## src/hdl/rv_core_pkg.sv

```systemverilog
package rv_core_pkg;

    localparam int xlen       = 32;
    localparam int imem_depth = 256;
    localparam int dmem_depth = 256;
    localparam int imem_aw    = $clog2(imem_depth);
    localparam int dmem_aw    = $clog2(dmem_depth);

    localparam logic [6:0] op_reg    = 7'b0110011;
    localparam logic [6:0] op_imm    = 7'b0010011;
    localparam logic [6:0] op_load   = 7'b0000011;
    localparam logic [6:0] op_store  = 7'b0100011;
    localparam logic [6:0] op_branch = 7'b1100011;

    //////////////////////////////////////////////////////////////////////
    // instruction word layouts.
    //////////////////////////////////////////////////////////////////////

    typedef struct packed {
        logic [6:0] funct7;
        logic [4:0] rs2;
        logic [4:0] rs1;
        logic [2:0] funct3;
        logic [4:0] rd;
        logic [6:0] opcode;
    } r_view_t;

    typedef struct packed {
        logic [11:0] imm12;
        logic [4:0]  rs1;
        logic [2:0]  funct3;
        logic [4:0]  rd;
        logic [6:0]  opcode;
    } i_view_t;

    // beq shares this layout, only the immediate bits are scrambled.
    typedef struct packed {
        logic [6:0] imm_hi;
        logic [4:0] rs2;
        logic [4:0] rs1;
        logic [2:0] funct3;
        logic [4:0] imm_lo;
        logic [6:0] opcode;
    } s_view_t;

    typedef union packed {
        r_view_t r_view;
        i_view_t i_view;
        s_view_t s_view;
    } instr_word_u;

    typedef enum logic [2:0] {
        alu_add,
        alu_sub,
        alu_and,
        alu_or,
        alu_xor,
        alu_slt
    } alu_op_e;

    typedef enum logic [2:0] {
        fetch,
        decode,
        execute,
        memory,
        writeback
    } core_state_e;

    //////////////////////////////////////////////////////////////////////
    // control, bus and trace bundles.
    //////////////////////////////////////////////////////////////////////

    typedef struct packed {
        logic reg_write;
        logic alu_src_imm;
        logic mem_read;
        logic mem_write;
        logic is_branch;
        logic wb_from_mem;
    } ctrl_t;

    typedef struct packed {
        logic            cyc;
        logic            stb;
        logic            we;
        logic [xlen-1:0] adr;
        logic [xlen-1:0] dat_w;
    } wb_req_t;

    typedef struct packed {
        logic            ack;
        logic [xlen-1:0] dat_r;
    } wb_rsp_t;

    typedef struct packed {
        logic               valid;
        logic [imem_aw-1:0] addr;
        logic [xlen-1:0]    data;
    } imem_load_t;

    typedef struct packed {
        logic            valid;
        logic [xlen-1:0] pc;
        logic [4:0]      rd;
        logic [xlen-1:0] wdata;
    } retire_t;

endpackage

```

## src/hdl/main_controller.sv

```systemverilog
`timescale 1ns/1ps

module main_controller (
    input  logic                         clk,
    input  logic                         rst,
    input  rv_core_pkg::instr_word_u     instr,
    input  rv_core_pkg::wb_rsp_t         wb_rsp,
    input  logic [rv_core_pkg::xlen-1:0] alu_result,
    input  logic [rv_core_pkg::xlen-1:0] store_data,
    output rv_core_pkg::core_state_e     state,
    output rv_core_pkg::ctrl_t           ctrl,
    output rv_core_pkg::wb_req_t         wb_req,
    output logic                         pc_advance,
    output logic                         ir_load
);

    import rv_core_pkg::*;

    core_state_e state_next;

    // opcode decode, the fetch register holds the word until writeback ends.
    always_comb begin
        ctrl = '0;
        case (instr.r_view.opcode)
            op_reg: begin
                ctrl.reg_write = 1'b1;
            end
            op_imm: begin
                ctrl.reg_write   = 1'b1;
                ctrl.alu_src_imm = 1'b1;
            end
            op_load: begin
                ctrl.reg_write   = 1'b1;
                ctrl.alu_src_imm = 1'b1;
                ctrl.mem_read    = 1'b1;
                ctrl.wb_from_mem = 1'b1;
            end
            op_store: begin
                ctrl.alu_src_imm = 1'b1;
                ctrl.mem_write   = 1'b1;
            end
            op_branch: begin
                ctrl.is_branch = 1'b1;
            end
            default: begin
                ctrl = '0;
            end
        endcase
    end

    //////////////////////////////////////////////////////////////////////
    // phase sequencer.
    //////////////////////////////////////////////////////////////////////

    always_comb begin
        state_next = state;
        case (state)
            fetch:     state_next = decode;
            decode:    state_next = execute;
            execute:   state_next = (ctrl.mem_read || ctrl.mem_write) ? memory : writeback;
            memory:    state_next = wb_rsp.ack ? writeback : memory;
            writeback: state_next = fetch;
            default:   state_next = fetch;
        endcase
    end

    always_ff @(posedge clk) begin
        if (rst) begin
            state <= fetch;
        end else begin
            state <= state_next;
        end
    end

    // wishbone master, address and write data latched at the end of execute.
    always_ff @(posedge clk) begin
        if (rst) begin
            wb_req.cyc <= 1'b0;
            wb_req.stb <= 1'b0;
            wb_req.we  <= 1'b0;
        end else if (state == execute && state_next == memory) begin
            wb_req.cyc   <= 1'b1;
            wb_req.stb   <= 1'b1;
            wb_req.we    <= ctrl.mem_write;
            wb_req.adr   <= alu_result;
            wb_req.dat_w <= store_data;
        end else if (wb_rsp.ack) begin
            wb_req.cyc <= 1'b0;
            wb_req.stb <= 1'b0;
            wb_req.we  <= 1'b0;
        end
    end

    assign pc_advance = (state == writeback);
    assign ir_load    = (state == decode);

    a_stb_needs_cyc: assert property (@(posedge clk) disable iff (rst)
        wb_req.stb |-> wb_req.cyc);

    a_memory_waits_ack: assert property (@(posedge clk) disable iff (rst)
        (state == memory && !wb_rsp.ack) |=> state == memory);

endmodule

```

## config.mk

```make
export PLATFORM = sky130hd
export DESIGN_NAME = main_controller
export DESIGN_NICKNAME = d
export VERILOG_FILES = /design/src/hdl/rv_core_pkg.sv /design/src/hdl/main_controller.sv
export SDC_FILE = /design/constraint.sdc
export NUM_CORES = 1
export LEC_CHECK = 0
export BUFFER_PORTS_ARGS = -buffer_cell sky130_fd_sc_hd__buf_2
export CAP_MARGIN = 20
export CORE_ASPECT_RATIO = 1.75
export CORE_MARGIN = 10
export CORE_UTILIZATION = 33
export DETAILED_ROUTE_END_ITERATION = 6
export PLACE_DENSITY = 0.76
export SLEW_MARGIN = 10
export SYNTH_ARGS = -nofsm -noshare
export SYNTH_HDL_FRONTEND = slang
export SYNTH_SLANG_ARGS = --single-unit
```

## constraint.sdc

```tcl
create_clock -name clk -period 5.3 [get_ports clk]
set_input_delay 0.265 -clock clk [delete_from_list [all_inputs] [get_ports clk]]
set_output_delay 0.265 -clock clk [all_outputs]
set_load 0.1 [all_outputs]
```

# [Word level (Yosys, flattened, before mapping)]
# Index checks and enable logic that the tools add are counted.
[word_totals] output_inout_bits=78 in_bits=131 wordCells=34 regBits=70
[classes] eq_ne=10 muxes=10 bitwise_logic=1 n_reduce_logical=7
[ops] cell="equality test 7 x 6 -> 1 bit, second input constant" count=2
[ops] cell="2-to-1 mux 3 bit" count=4
[ops] cell="one-hot mux 3 bit (4 select lines)" count=1
[ops] cell="equality test 3 x 2 -> 1 bit, second input constant" count=3
[ops] cell="equality test 7 x 2 -> 1 bit, second input constant" count=1
[ops] cell="equality test 7 x 5 -> 1 bit, second input constant" count=1
[ops] cell="equality test 7 bit, second input constant" count=1
[ops] cell="OR reduction 3 bit" count=2
[ops] cell="2-to-1 mux 1 bit" count=5
[ops] cell="equality test 3 x 1 -> 1 bit, second input constant" count=1
[ops] cell="equality test 3 bit, second input constant" count=1
[ops] cell="zero test 3 bit" count=1
[ops] cell="AND reduction 2 bit" count=1
[ops] cell="nonzero test 2 bit" count=1
[ops] cell="logical AND 1 bit" count=1
[ops] cell="logical OR 1 bit" count=1
[ops] cell="inverter 1 bit" count=1

# [Longest topological paths before layout]
# Gate-level depths: netlist (run 1).
[logic_depth] depth_word=8 ltp_mapped=4 depth_no_buf=3

# [Least setup slack after synthesis (run 1)]
# Ideal clock, no wire load.
[synth_timing] path_kind="reg2reg" startpoint="register state[1]" endpoint="register wb_req[0] (netlist bit), enable pin" arrival_time_ns=5.756 slack_ns=-1.020 stages_incl_launch_ff=4 setup_ns=0.565 n_path_buf=0 cell_sequence="dfxtp_1 -> and2b_2 -> nand3_1 -> nor3_1"
[synth_via] elab_chain_len=5 word_cells_on_any_way=8
[synth_rtl] element="from (decl)" line_no="main_controller.sv:10" source="output rv_core_pkg::core_state_e state,"
[synth_rtl] element="from (signal assigned)" line_no="main_controller.sv:69" source="state <= fetch;"
[synth_rtl] element="from (signal assigned)" line_no="main_controller.sv:71" source="state <= state_next;"
[synth_rtl] element="equality test 3 x 2 -> 1 bit, or another cell as far along" line_no="main_controller.sv:57" source="case (state)"
[synth_rtl] element="one-hot mux 3 bit (4 select lines)" line_no="main_controller.sv:57"
[synth_rtl] element="equality test 3 x 2 -> 1 bit" line_no="main_controller.sv:81" source="end else if (state == execute && state_next == memory) begin"
[synth_rtl] element="logical AND 1 bit (*)" line_no="main_controller.sv:81"
[synth_rtl] element="AND reduction 2 bit (no source line) (*)"
[synth_rtl] element="to (decl)" line_no="main_controller.sv:12" source="output rv_core_pkg::wb_req_t wb_req,"
# Mark *: on every way between the ends. The rest lies on a longest branch, timed or not.
# A chain may end at the register's enable or synchronous reset.

# [Final worst setup path (run 1)]
[layout_timing] startpoint="register state[1]" endpoint="register wb_req[23] (netlist bit), enable pin"
# Same word-level chain as after synthesis.

==> metrics.txt, run 1 <==
vias in the first global route=1,690; Switch Pwr=239.5 µW; synth top area cells=edfxtp_1, dfxtp_1, nor3b_1; Rows=39; Syn Inst Count=102; clock share of power=45.0%; via/cell ratio=4.424; largest area contributor in the netlist=edfxtp_1; Layout Nets=394; final setup vio count=0; Worst EP required=5.26 ns; Setup TNS Final=0 ns; Top Ports=209; Cell Area, Synth=2233 µm²; Critical Path Fanout Max=43; Starting Density=34.16%; Worst IR Drop VDD=0.1791 mV; slowest CP cell=nor3_4; Starting DRT DRC Count=30; CP Launch Type=flop; syn_nets=233; Worst-Margin Slew=0.9766 ns; sum of routed wire length over all layers=6339 µm; Yosys top cell area share=86.05%; Residual DRC=0; Seq/Total Area, Yosys=90.53%; dpl hpwl=5203 µm; finished layout cell area=3369 µm²; cts hold-fix bufs=0; DR pass1 iterations=4; Max-Cap Viols=0; clock slew at reported path FFs=0.05 ns; Clock Skews=0.004430 ns; area grow syn2layout=50.87%; CP endpoint kind=flop; Clock Tree Buf Depth=2; routed length per instance=18.16 µm; # resized after CTS=0; Crit path largest cell delay=0.78 ns; layout cells sized above 1=61.80%; die footprint=10,590 µm²; pin count of the biggest net entering global routing=44; Leak=1.440 nW; Hold WC Path Type=input pin to flop; Root Driver=clkbuf_16; Period Utilization, post-route=47.95%; Reg power frac=49.3%; PortBufs=151; initial antenna violation count=0; Yosys warnings=0; Yosys reg bits=69; Worst slew margin=34.68%; TritonCTS clock tree=done; crit path cell chain=and2b_2 > nand3_1 > nor3_4 > buf_4; fmax=393.5 MHz; CP Class=flop to flop; Core ar.=6539 µm²; Avg Synthesized Cell Area=21.90 µm²; total number of vias=1,544; antenna fix cells=0; Global Route Usage Sum=12.06%; RSZ-0062 raised after global routing=no; Final ANT Viol Nets=0; first-pass GRT wire length=9004 µm; CTS sink count=69; Slew Limit Fails=0; sw frac=19.61%; Gate power share=5.7%; crit path DAT=2.50 ns; fin crit period=2.541 ns; run status=completed; overflow left after global routing=0; post-CTS setup buffers=0; gp weighted congestion=0.7239; PD cells=362.4 nW/µm²; Clk Latency, worst-skew pair=0.32 ns; Die Span X=82.19 µm; Internal=981.6 µW; htree depth=3; clock buffer count from CTS=9; Post-DP Area=3095 µm²; count of cell types in the netlist=22; Final Hold Vio Count=0; Die Height=128.8 µm
cell usage in the layout (no fill, tap or decap), types with 2 or more instances in the layout:
cell / synthesis / layout
buf_2: 0 / 151
nor3b_1: 3 / 3
nor2_1: 5 / 5
nand2b_1: 3 / 3
clkinv_1: 0 / 2
dfxtp_1: 5 / 5
a21oi_1: 2 / 2
edfxtp_1: 64 / 64
nand2_1: 4 / 4
clkbuf_1: 0 / 3
clkbuf_16: 0 / 9
routing by layer:
| layer | GRT usage (%) | up-vias | wire length, µm |
|---|---|---|---|
| li1 | - | 720 | - |
| met1 | 10.09 | 728 | 1878 |
| met2 | 21.89 | 83 | 3732 |
| met3 | 4.254 | 13 | 517 |
| met4 | 8.853 | 0 | 211 |
| met5 | 0 | - | 0 |
critical path, delay by kind of cell, from the launching register on:
family | cells | cell delay, ns
simple gates | 3 | 1.11
buf+inv | 1 | 0.59
flops | 1 | 0.44
flip-flops by register name (all words and copies together), names as in the netlist:
register,flops
state,3
wb_req,66
power by group through the flow:
stage | logic [mW] | clock network, mW | registers [mW]
2_1_floorplan | 0.0207 | 0 | 0.628
3_3_place_gp | 0.0675 | 0 | 0.612
3_5_place_dp | 0.0703 | 0 | 0.612
4_1_cts | 0.0705 | 0.563 | 0.601
5_1_grt | 0.0748 | 0.586 | 0.602
6_report | 0.0698 | 0.550 | 0.602
cells by family (layout without fill, tap and decap cells):
logic type	Yosys count	after routing	share of synthesized area [%]
AO/OA/AOI/OAI	6	6	1.961
AND/OR/NAND/NOR	24	24	6.387
buffers and inverters	2	167	0.6721
multiplexers	1	1	0.4482
flip-flops	69	69	90.53
cell usage after synthesis:
cell type	n
nor3b_1	3
nand4b_1	1
mux2i_1	1
o2111a_1	1
and3_1	1
or2b_1	1
buf_4	2
a21boi_0	1
nor2b_1	1
a31oi_1	1
dfxtp_1	5
and4bb_2	1
edfxtp_1	64
nand3_1	1
a211o_1	1
nor2_1	5
a21oi_1	2
nand3b_1	1
nor3_1	1
nand2_1	4
nand2b_1	3
and2b_2	1
layout make-up:
class                      count  area, µm²
clock buffer                  12      236.5
tap                           82      102.6
multi-input combinational     31      207.7
sequential                    69       2022
fill                         598       3169
clock inverter                 3      37.54
timing repair buffer         152      763.2
stage by stage:
| stage | cells | setup slack, ns | total power, mW | utilization, % | hold WS (ns) |
|---|---|---|---|---|---|
| after floorplan | 102 | 0.9383 | 0.6485 | - | 0.3341 |
| after global placement | 334 | 2.722 | 0.6796 | 47.34 | 0.4414 |
| after detailed placement | 334 | 2.625 | 0.6823 | 47.34 | 0.4432 |
| after CTS | 349 | 2.716 | 1.235 | 51.53 | 0.09520 |
| after global routing | 349 | 2.494 | 1.262 | 51.53 | 0.09772 |
| final | 349 | 2.759 | 1.221 | 51.53 | 0.1108 |
final timing paths:
kind                                    start         end  slack [ns]  cells past startpoint
worst max-delay path                 state[1]  wb_req[23]        2.76                      4
worst min-delay path            store_data[4]   wb_req[4]        0.11                      1
worst max register to register       state[1]  wb_req[23]        2.76                      4
worst min register to register     wb_req[64]  wb_req[64]        0.45                      2
Power figures use the tool's default switching activity.
==> run 2: changes to the inputs <==
ABC_AREA = 1   (was unset)
CORE_UTILIZATION = 36   (was 33)
PLACE_DENSITY = 0.79   (was 0.76)
clock period = 2.5 ns   (was 5.3 ns; I/O delays follow)
==> run 2 against run 1 <==
- clock power increased by 43%
- synthesized area increased by 1.1%
- hold slack got worse by 0.065 ns
- non-clock buffer count increased by 64
- via count increased by 18%
==> metrics.txt, run 2 <==
run status=completed; via/cell ratio=4.294 (-2.9%); Clk Latency, worst-skew pair=0.33 ns (about the same); Top Ports=209 (unchanged); worst hold path depth=2 (+1); met2 usage=28.80% (+6.9 points); met1 usage=12.75% (+2.7 points); first-pass GRT wire length=11,360 µm (+26%); Worst slew margin=66.17% (+31 points); Avg Synthesized Cell Area=19.63 µm² (-10%); Starting Density=36.80% (+2.6 points); R2R setup slack=0.87 ns (-1.89 ns); Switch Pwr=526.8 µW (+120%); routed length per instance=17.49 µm (-3.7%); Starting DRT DRC Count=124 (+310%); hold path startpoint=rst; htree depth=3 (unchanged); post-CTS setup buffers=0 (unchanged); DR pass1 iterations=4 (unchanged); pin count of the biggest net entering global routing=65 (+48%); Period Utilization, post-route=66.12%; Final Hold Vio Count=0 (unchanged); Core ar.=6133 µm² (-6.2%); Main synth FF type=edfxtp_1; Global Route Usage Sum=15.24% (+3.2 points); Internal=1.805 mW (+84%); worst reg2reg path startpoint=state[1]; Seq/Total Area, Yosys=89.58% (-0.95 points); pre-CTS WS=0.8963 ns (-1.729 ns); commonest non-fill, non-tap cells in the layout=buf_2, dlygate4sd3_1, edfxtp_1; final setup vio count=0 (unchanged); clock buffer count from CTS=9 (unchanged); Yosys reg bits=69 (unchanged); overflow left after global routing=0 (unchanged); TritonCTS clock tree=done; fmax=605.0 MHz; Layout fillers=436 (-27%); Reg power frac=54.8% (+5.5 points); Worst EP required=2.38 ns (-2.88 ns); Util after Layout=64.63% (+13 points); Clock Skews=0.01051 ns (+0.006083 ns); Multi-input gate area=207.7 µm² (unchanged); CP endpoint kind=output port; area grow syn2layout=75.61%; sw frac=22.59% (+3.0 points); GR Layer Usage met3=4.697% (+0.44 points); CP Class=flop to output port; count leader, synth=edfxtp_1; Leak=1.708 nW (+19%); syn_nets=246 (+5.6%); Worst-Margin Slew=0.5109 ns (-0.4656 ns); Critical Path Fanout Max=5 (-88%); Setup TNS Final=0 ns (unchanged); final worst slack=0.8471 ns (-1.912 ns); biggest regs=wb_req (66), state (3); Residual DRC=0 (unchanged); die footprint=9962 µm² (-5.9%); FF-to-FF End=wb_req[17]; sum of routed wire length over all layers=7432 µm (+17%); clock slew at reported path FFs=0.07 ns (+0.02 ns); Cell Area, Synth=2257 µm² (+1.1%); total number of vias=1,825 (+18%); synth top area cells=edfxtp_1, dfxtp_1, inv_1; Yosys warnings=0 (unchanged); Synth async-reset ratio=0% (unchanged); crit path DAT=1.53 ns (-0.97 ns); gr busiest metal=met2; dpl hpwl=5083 µm (-2.3%); fin crit period=1.653 ns; clock share of power=33.6% (-11 points); Layout Nets=471 (+20%); Die Span X=79.86 µm (-2.8%); layout cells sized above 1=52.17% (-9.6 points); CTS sink count=69 (unchanged); Root Driver=clkbuf_8; largest register by flop count=wb_req; post-route total power=2.332 mW (+91%); Gate power share=11.6% (+5.9 points); vias in the first global route=2,123 (+26%); Die Height=124.8 µm (-3.2%); Slew Limit Fails=0 (unchanged); Reg area=2026 µm² (+0.19%); RSZ-0062 raised after global routing=no; Final ANT Viol Nets=0 (unchanged); Yosys top cell area share=85.14% (-0.91 points); max reg flops=66 (unchanged); synth cell count leaders=edfxtp_1, inv_1, nand2_1, dfxtp_1, nor2_1; Hold Path End=wb_req[66]; PortBufs=151 (unchanged); most common cell after layout, fill and taps aside=buf_2; Max-Cap Viols=0 (unchanged); Hold WC Path Type=input pin to flop; Rows=38 (-2.6%); Worst IR Drop VDD=0.3789 mV (+110%); antenna fix cells=0 (unchanged); count of cell types in the netlist=17 (-23%); EDFF count, synth=64 (unchanged); PD cells=588.3 nW/µm² (+62%); gp weighted congestion=0.7467 (+3.1%); worst reg2reg path depth=5 (+1); initial antenna violation count=0 (unchanged); CP Launch Type=flop; largest area contributor in the netlist=edfxtp_1; Syn Inst Count=115 (+13%); Clock Tree Buf Depth=2 (unchanged)
==> run 2: cell types whose count changed after synthesis, moves of 3 or more <==
cell      before  now
inv_1          0   10
nand2_1        4    7
nand2b_1       3    0
nand3_1        1    4
nor2_2         0    4
nor3b_1        3    0
==> run 2: logic make-up after synthesis <==
logic type	count (synthesis)	synth area share [%]
compound gates	5	1.108
buf+inv	13	2.494
flops	69	89.58
simple gates	28	6.819
==> run 2: layout make-up <==
| cell class | count | share of cell area, % |
|---|---|---|
| clock inverter | 2 | 0.2525 |
| clock buffer | 14 | 4.104 |
| inverter | 11 | 1.042 |
| sequential | 69 | 51.10 |
| timing repair buffer | 216 | 35.73 |
| tap | 80 | 2.525 |
| multi-input combinational | 33 | 5.240 |
==> run 2: worst max-delay path: stages (launching register included) <==
cell     delay [ns]
dfxtp_2        0.35
or2_2          0.31
nor2_1         0.10
buf_2          0.43
==> run 2: layer usage <==
layer  wire length (µm)  share of wire, %
met1               2282                31
met2               4415                59
met5                  0                 0
met4                231               3.1
met3                502               6.8
==> run 2: how the worst max path moves through the flow <==
stage,cells after the start,slack [ns],endpoint,start
3_5_place_dp,5,0.90,wb_req[42],state[1]
5_1_grt,3,0.78,pc_advance,state[1]
6_report,3,0.85,pc_advance,state[1]
4_1_cts,3,0.81,pc_advance,state[1]
2_1_floorplan,4,0.01,wb_req[0],state[1]
3_3_place_gp,4,0.94,wb_req[42],state[0]
==> run 2: power by group through the flow <==
stage | sequential [mW] | clock [mW] | combinational (mW)
global placement | 1.30 | 0 | 0.182
global route | 1.28 | 0.870 | 0.290
floorplan | 1.35 | 0 | 0.0639
finish | 1.28 | 0.784 | 0.270
detailed placement | 1.30 | 0 | 0.189
CTS | 1.28 | 0.806 | 0.271
==> run 2: through the flow <==
step | std cells | instance area, µm² | hold WS, ns
2_1_floorplan | 115 | 2290 | 0.1867
3_3_place_gp | 345 | 3151 | 0.3020
3_5_place_dp | 345 | 3151 | 0.3034
4_1_cts | 425 | 3964 | 0.02002
5_1_grt | 425 | 3964 | 0.03810
6_report | 425 | 3964 | 0.04626
==> run 2: repair_timing <==
item,in CTS,in global routing
hold buffers,64,0
endpoints found under the hold margin,64,0
gates resized for setup,0,0
==> run 3: changes to the inputs <==
CORE_UTILIZATION = 33   (was 36)
PLACE_DENSITY = 0.76   (was 0.79)
clock period = 1.33 ns   (was 2.5 ns; I/O delays follow)
==> run 3 against run 2 <==
- the run now ends with setup timing left
- flip-flop and latch count unchanged
- sequential power grew 87%
- worst setup slack worse by 0.97 ns
- clock-buffer cell count fell by 4
- clock skew fell by 0.0024 ns
- combinational power grew 130%
- global-route usage rose by 0.074 points
- cell count rose by 4.5%
- critical endpoint is now wb_req[1]
- largest power group unchanged
==> metrics.txt, run 3 (same netlist as run 2, synthesis figures left out) <==
Internal=4.124 mW (+130%); WHS=0.03681 ns (-0.009452 ns); CP endpoint kind=flop; DR pass1 iterations=4 (unchanged); CTS sink count=69 (unchanged); CP Launch Type=flop; dpl hpwl=5398 µm (+6.2%); Final ANT Viol Nets=0 (unchanged); PortBufs=151 (unchanged); die footprint=10,680 µm² (+7.2%); Critical Path Fanout Max=10 (+5); final setup vio count=65 (+65); sum of routed wire length over all layers=8348 µm (+12%); Max-Cap Viols=0 (unchanged); fin crit period=1.456 ns; gp weighted congestion=0.7348 (-1.6%); pin count of the biggest net entering global routing=41 (-37%); initial antenna violation count=1 (+1); Starting DRT DRC Count=42 (-66%); RSZ-0062 raised after global routing=yes; finished layout cell area=4492 µm² (+13%); Slew Limit Fails=0 (unchanged); htree depth=3 (unchanged); Worst EP required=1.37 ns (-1.01 ns); failing checks=setup timing; met2 usage=29.10% (+0.30 points); Global Route Usage Sum=15.32% (+0.074 points); Root Driver=clkbuf_16; Die Span X=82.52 µm (+3.3%); routed length per instance=18.80 µm (+7.5%); first-pass GRT wire length=11,850 µm (+4.3%); Leak=1.890 nW (+11%); max reg flops=66 (unchanged); biggest regs=wb_req (66), state (3); clock share of power=42.3% (+8.7 points); Clk Latency, worst-skew pair=0.32 ns (about the same); Rows=39 (+2.6%); met1 usage=12.86% (+0.11 points); Period Utilization, post-route=109.5%; vias in the first global route=2,154 (+1.5%); overflow left after global routing=0 (unchanged); Worst IR Drop VDD=0.7596 mV (+100%); Worst slew margin=65.85% (-0.32 points); Worst-Margin Slew=0.5157 ns (+0.004800 ns); Layout Nets=487 (+3.4%); Gate power share=12.0% (+0.4 points); clock slew at reported path FFs=0.05 ns (-0.02 ns); clock buffer count from CTS=9 (unchanged); gr busiest metal=met2; Clock Skews=0.008091 ns (-0.002423 ns); Reg power frac=45.7% (-9.1 points); final worst slack=-0.1262 ns (-0.9733 ns); total number of vias=1,935 (+6.0%); area grow syn2layout=99.00%; sw frac=21.47% (-1.1 points); Hold WC Path Type=input pin to flop; most common cell after layout, fill and taps aside=buf_2; Final Hold Vio Count=0 (unchanged); Switch Pwr=1.127 mW (+110%); PD cells=1169 nW/µm² (+99%); largest register by flop count=wb_req; crit path DAT=1.49 ns (-0.04 ns); run status=finished, violations left; Residual DRC=0 (unchanged); fmax=686.7 MHz; CP Class=flop to flop; Clock Tree Buf Depth=2 (unchanged); commonest non-fill, non-tap cells in the layout=buf_2, dlygate4sd3_1, edfxtp_1; GR Layer Usage met3=5.055% (+0.36 points); TritonCTS clock tree=done; via/cell ratio=4.358 (+1.5%); Top Ports=209 (unchanged); layout cells sized above 1=56.51% (+4.3 points); Core ar.=6588 µm² (+7.4%); Die Height=129.4 µm (+3.7%); Starting Density=34.26% (-2.5 points); Post-DP Area=3379 µm² (+7.3%)
[run 3: cell types whose count changed in the layout (fill, tap and decap cells not counted), sizes merged]
cell	delta
clkinv	+2
diode	+1
inv	-1
bufinv	+1
buf	+12
dlygate4sd3	+1
clkinvlp	+2
clkbuf	-1
[run 3: per-layer routing]
metal / vias to the layer above / part of all wire (%) / routed length [µm]
li1: 910 / - / -
met1: 906 / 29 / 2388
met5: - / 0 / 0
met2: 100 / 60 / 5001
met3: 19 / 8.1 / 679
met4: 0 / 3.3 / 278
[run 3: final cells by class]
| type | instances | area, µm² |
|---|---|---|
| fillers | 453 | 2096 |
| flip-flops and latches | 69 | 2036 |
| repair buffers | 232 | 1753 |
| multi-input cells | 33 | 262.8 |
| clock buffers | 10 | 229.0 |
| well taps | 82 | 102.6 |
| clock inverters | 6 | 53.80 |
| inverters | 11 | 52.55 |
| diodes | 1 | 2.502 |
[run 3: path summary, 6_finish.rpt]
path | startpoint | endpoint | slack [ns] | cells after the start
max | state[1] | wb_req[1] | -0.13 | 6
min | wb_rsp[32] | wb_req[64] | 0.04 | 4
max reg2reg | state[1] | wb_req[1] | -0.13 | 6
min reg2reg | wb_req[66] | wb_req[66] | 0.47 | 2
[run 3: critical path: stages, from the launching register on]
cell and delay (ns):
dfxtp_4 0.36, inv_4 0.04, nor3_4 0.19, nand3_2 0.13
nor2_4 0.12, buf_12 0.15, clkbuf_16 0.16
[run 3: power by group through the flow]
stage / clock [mW] / sequential [mW] / combinational [mW]
after floorplan: 0 / 2.53 / 0.137
after global placement: 0 / 2.44 / 0.412
after detailed placement: 0 / 2.44 / 0.422
after CTS: 2.29 / 2.40 / 0.617
after global routing: 2.35 / 2.40 / 0.666
final: 2.22 / 2.40 / 0.630
[run 3: what timing repair did]
action / 4_1_cts / 5_1_grt
endpoints found under the hold margin: 67 / 0
hold buffers: 65 / 0
gates cloned: 1 / 4
buffers inserted: 5 / 2
setup endpoints to repair: 66 / 67
gates resized for setup: 7 / 6
pin swaps: 2 / 4
[run 3: stage by stage]
stage	utilization (%)	cells	setup WS [ns]	TNS [ns]	power [mW]
CTS	66.97	439	-0.1257	-7.603	5.310
floorplan	-	115	-0.9641	-62.31	2.672
global placement	51.30	352	-0.08428	-3.861	2.855
finish	68.19	444	-0.1262	-7.216	5.251
global route	68.19	444	-0.1699	-10.07	5.418
detailed placement	51.30	352	-0.1225	-6.196	2.866
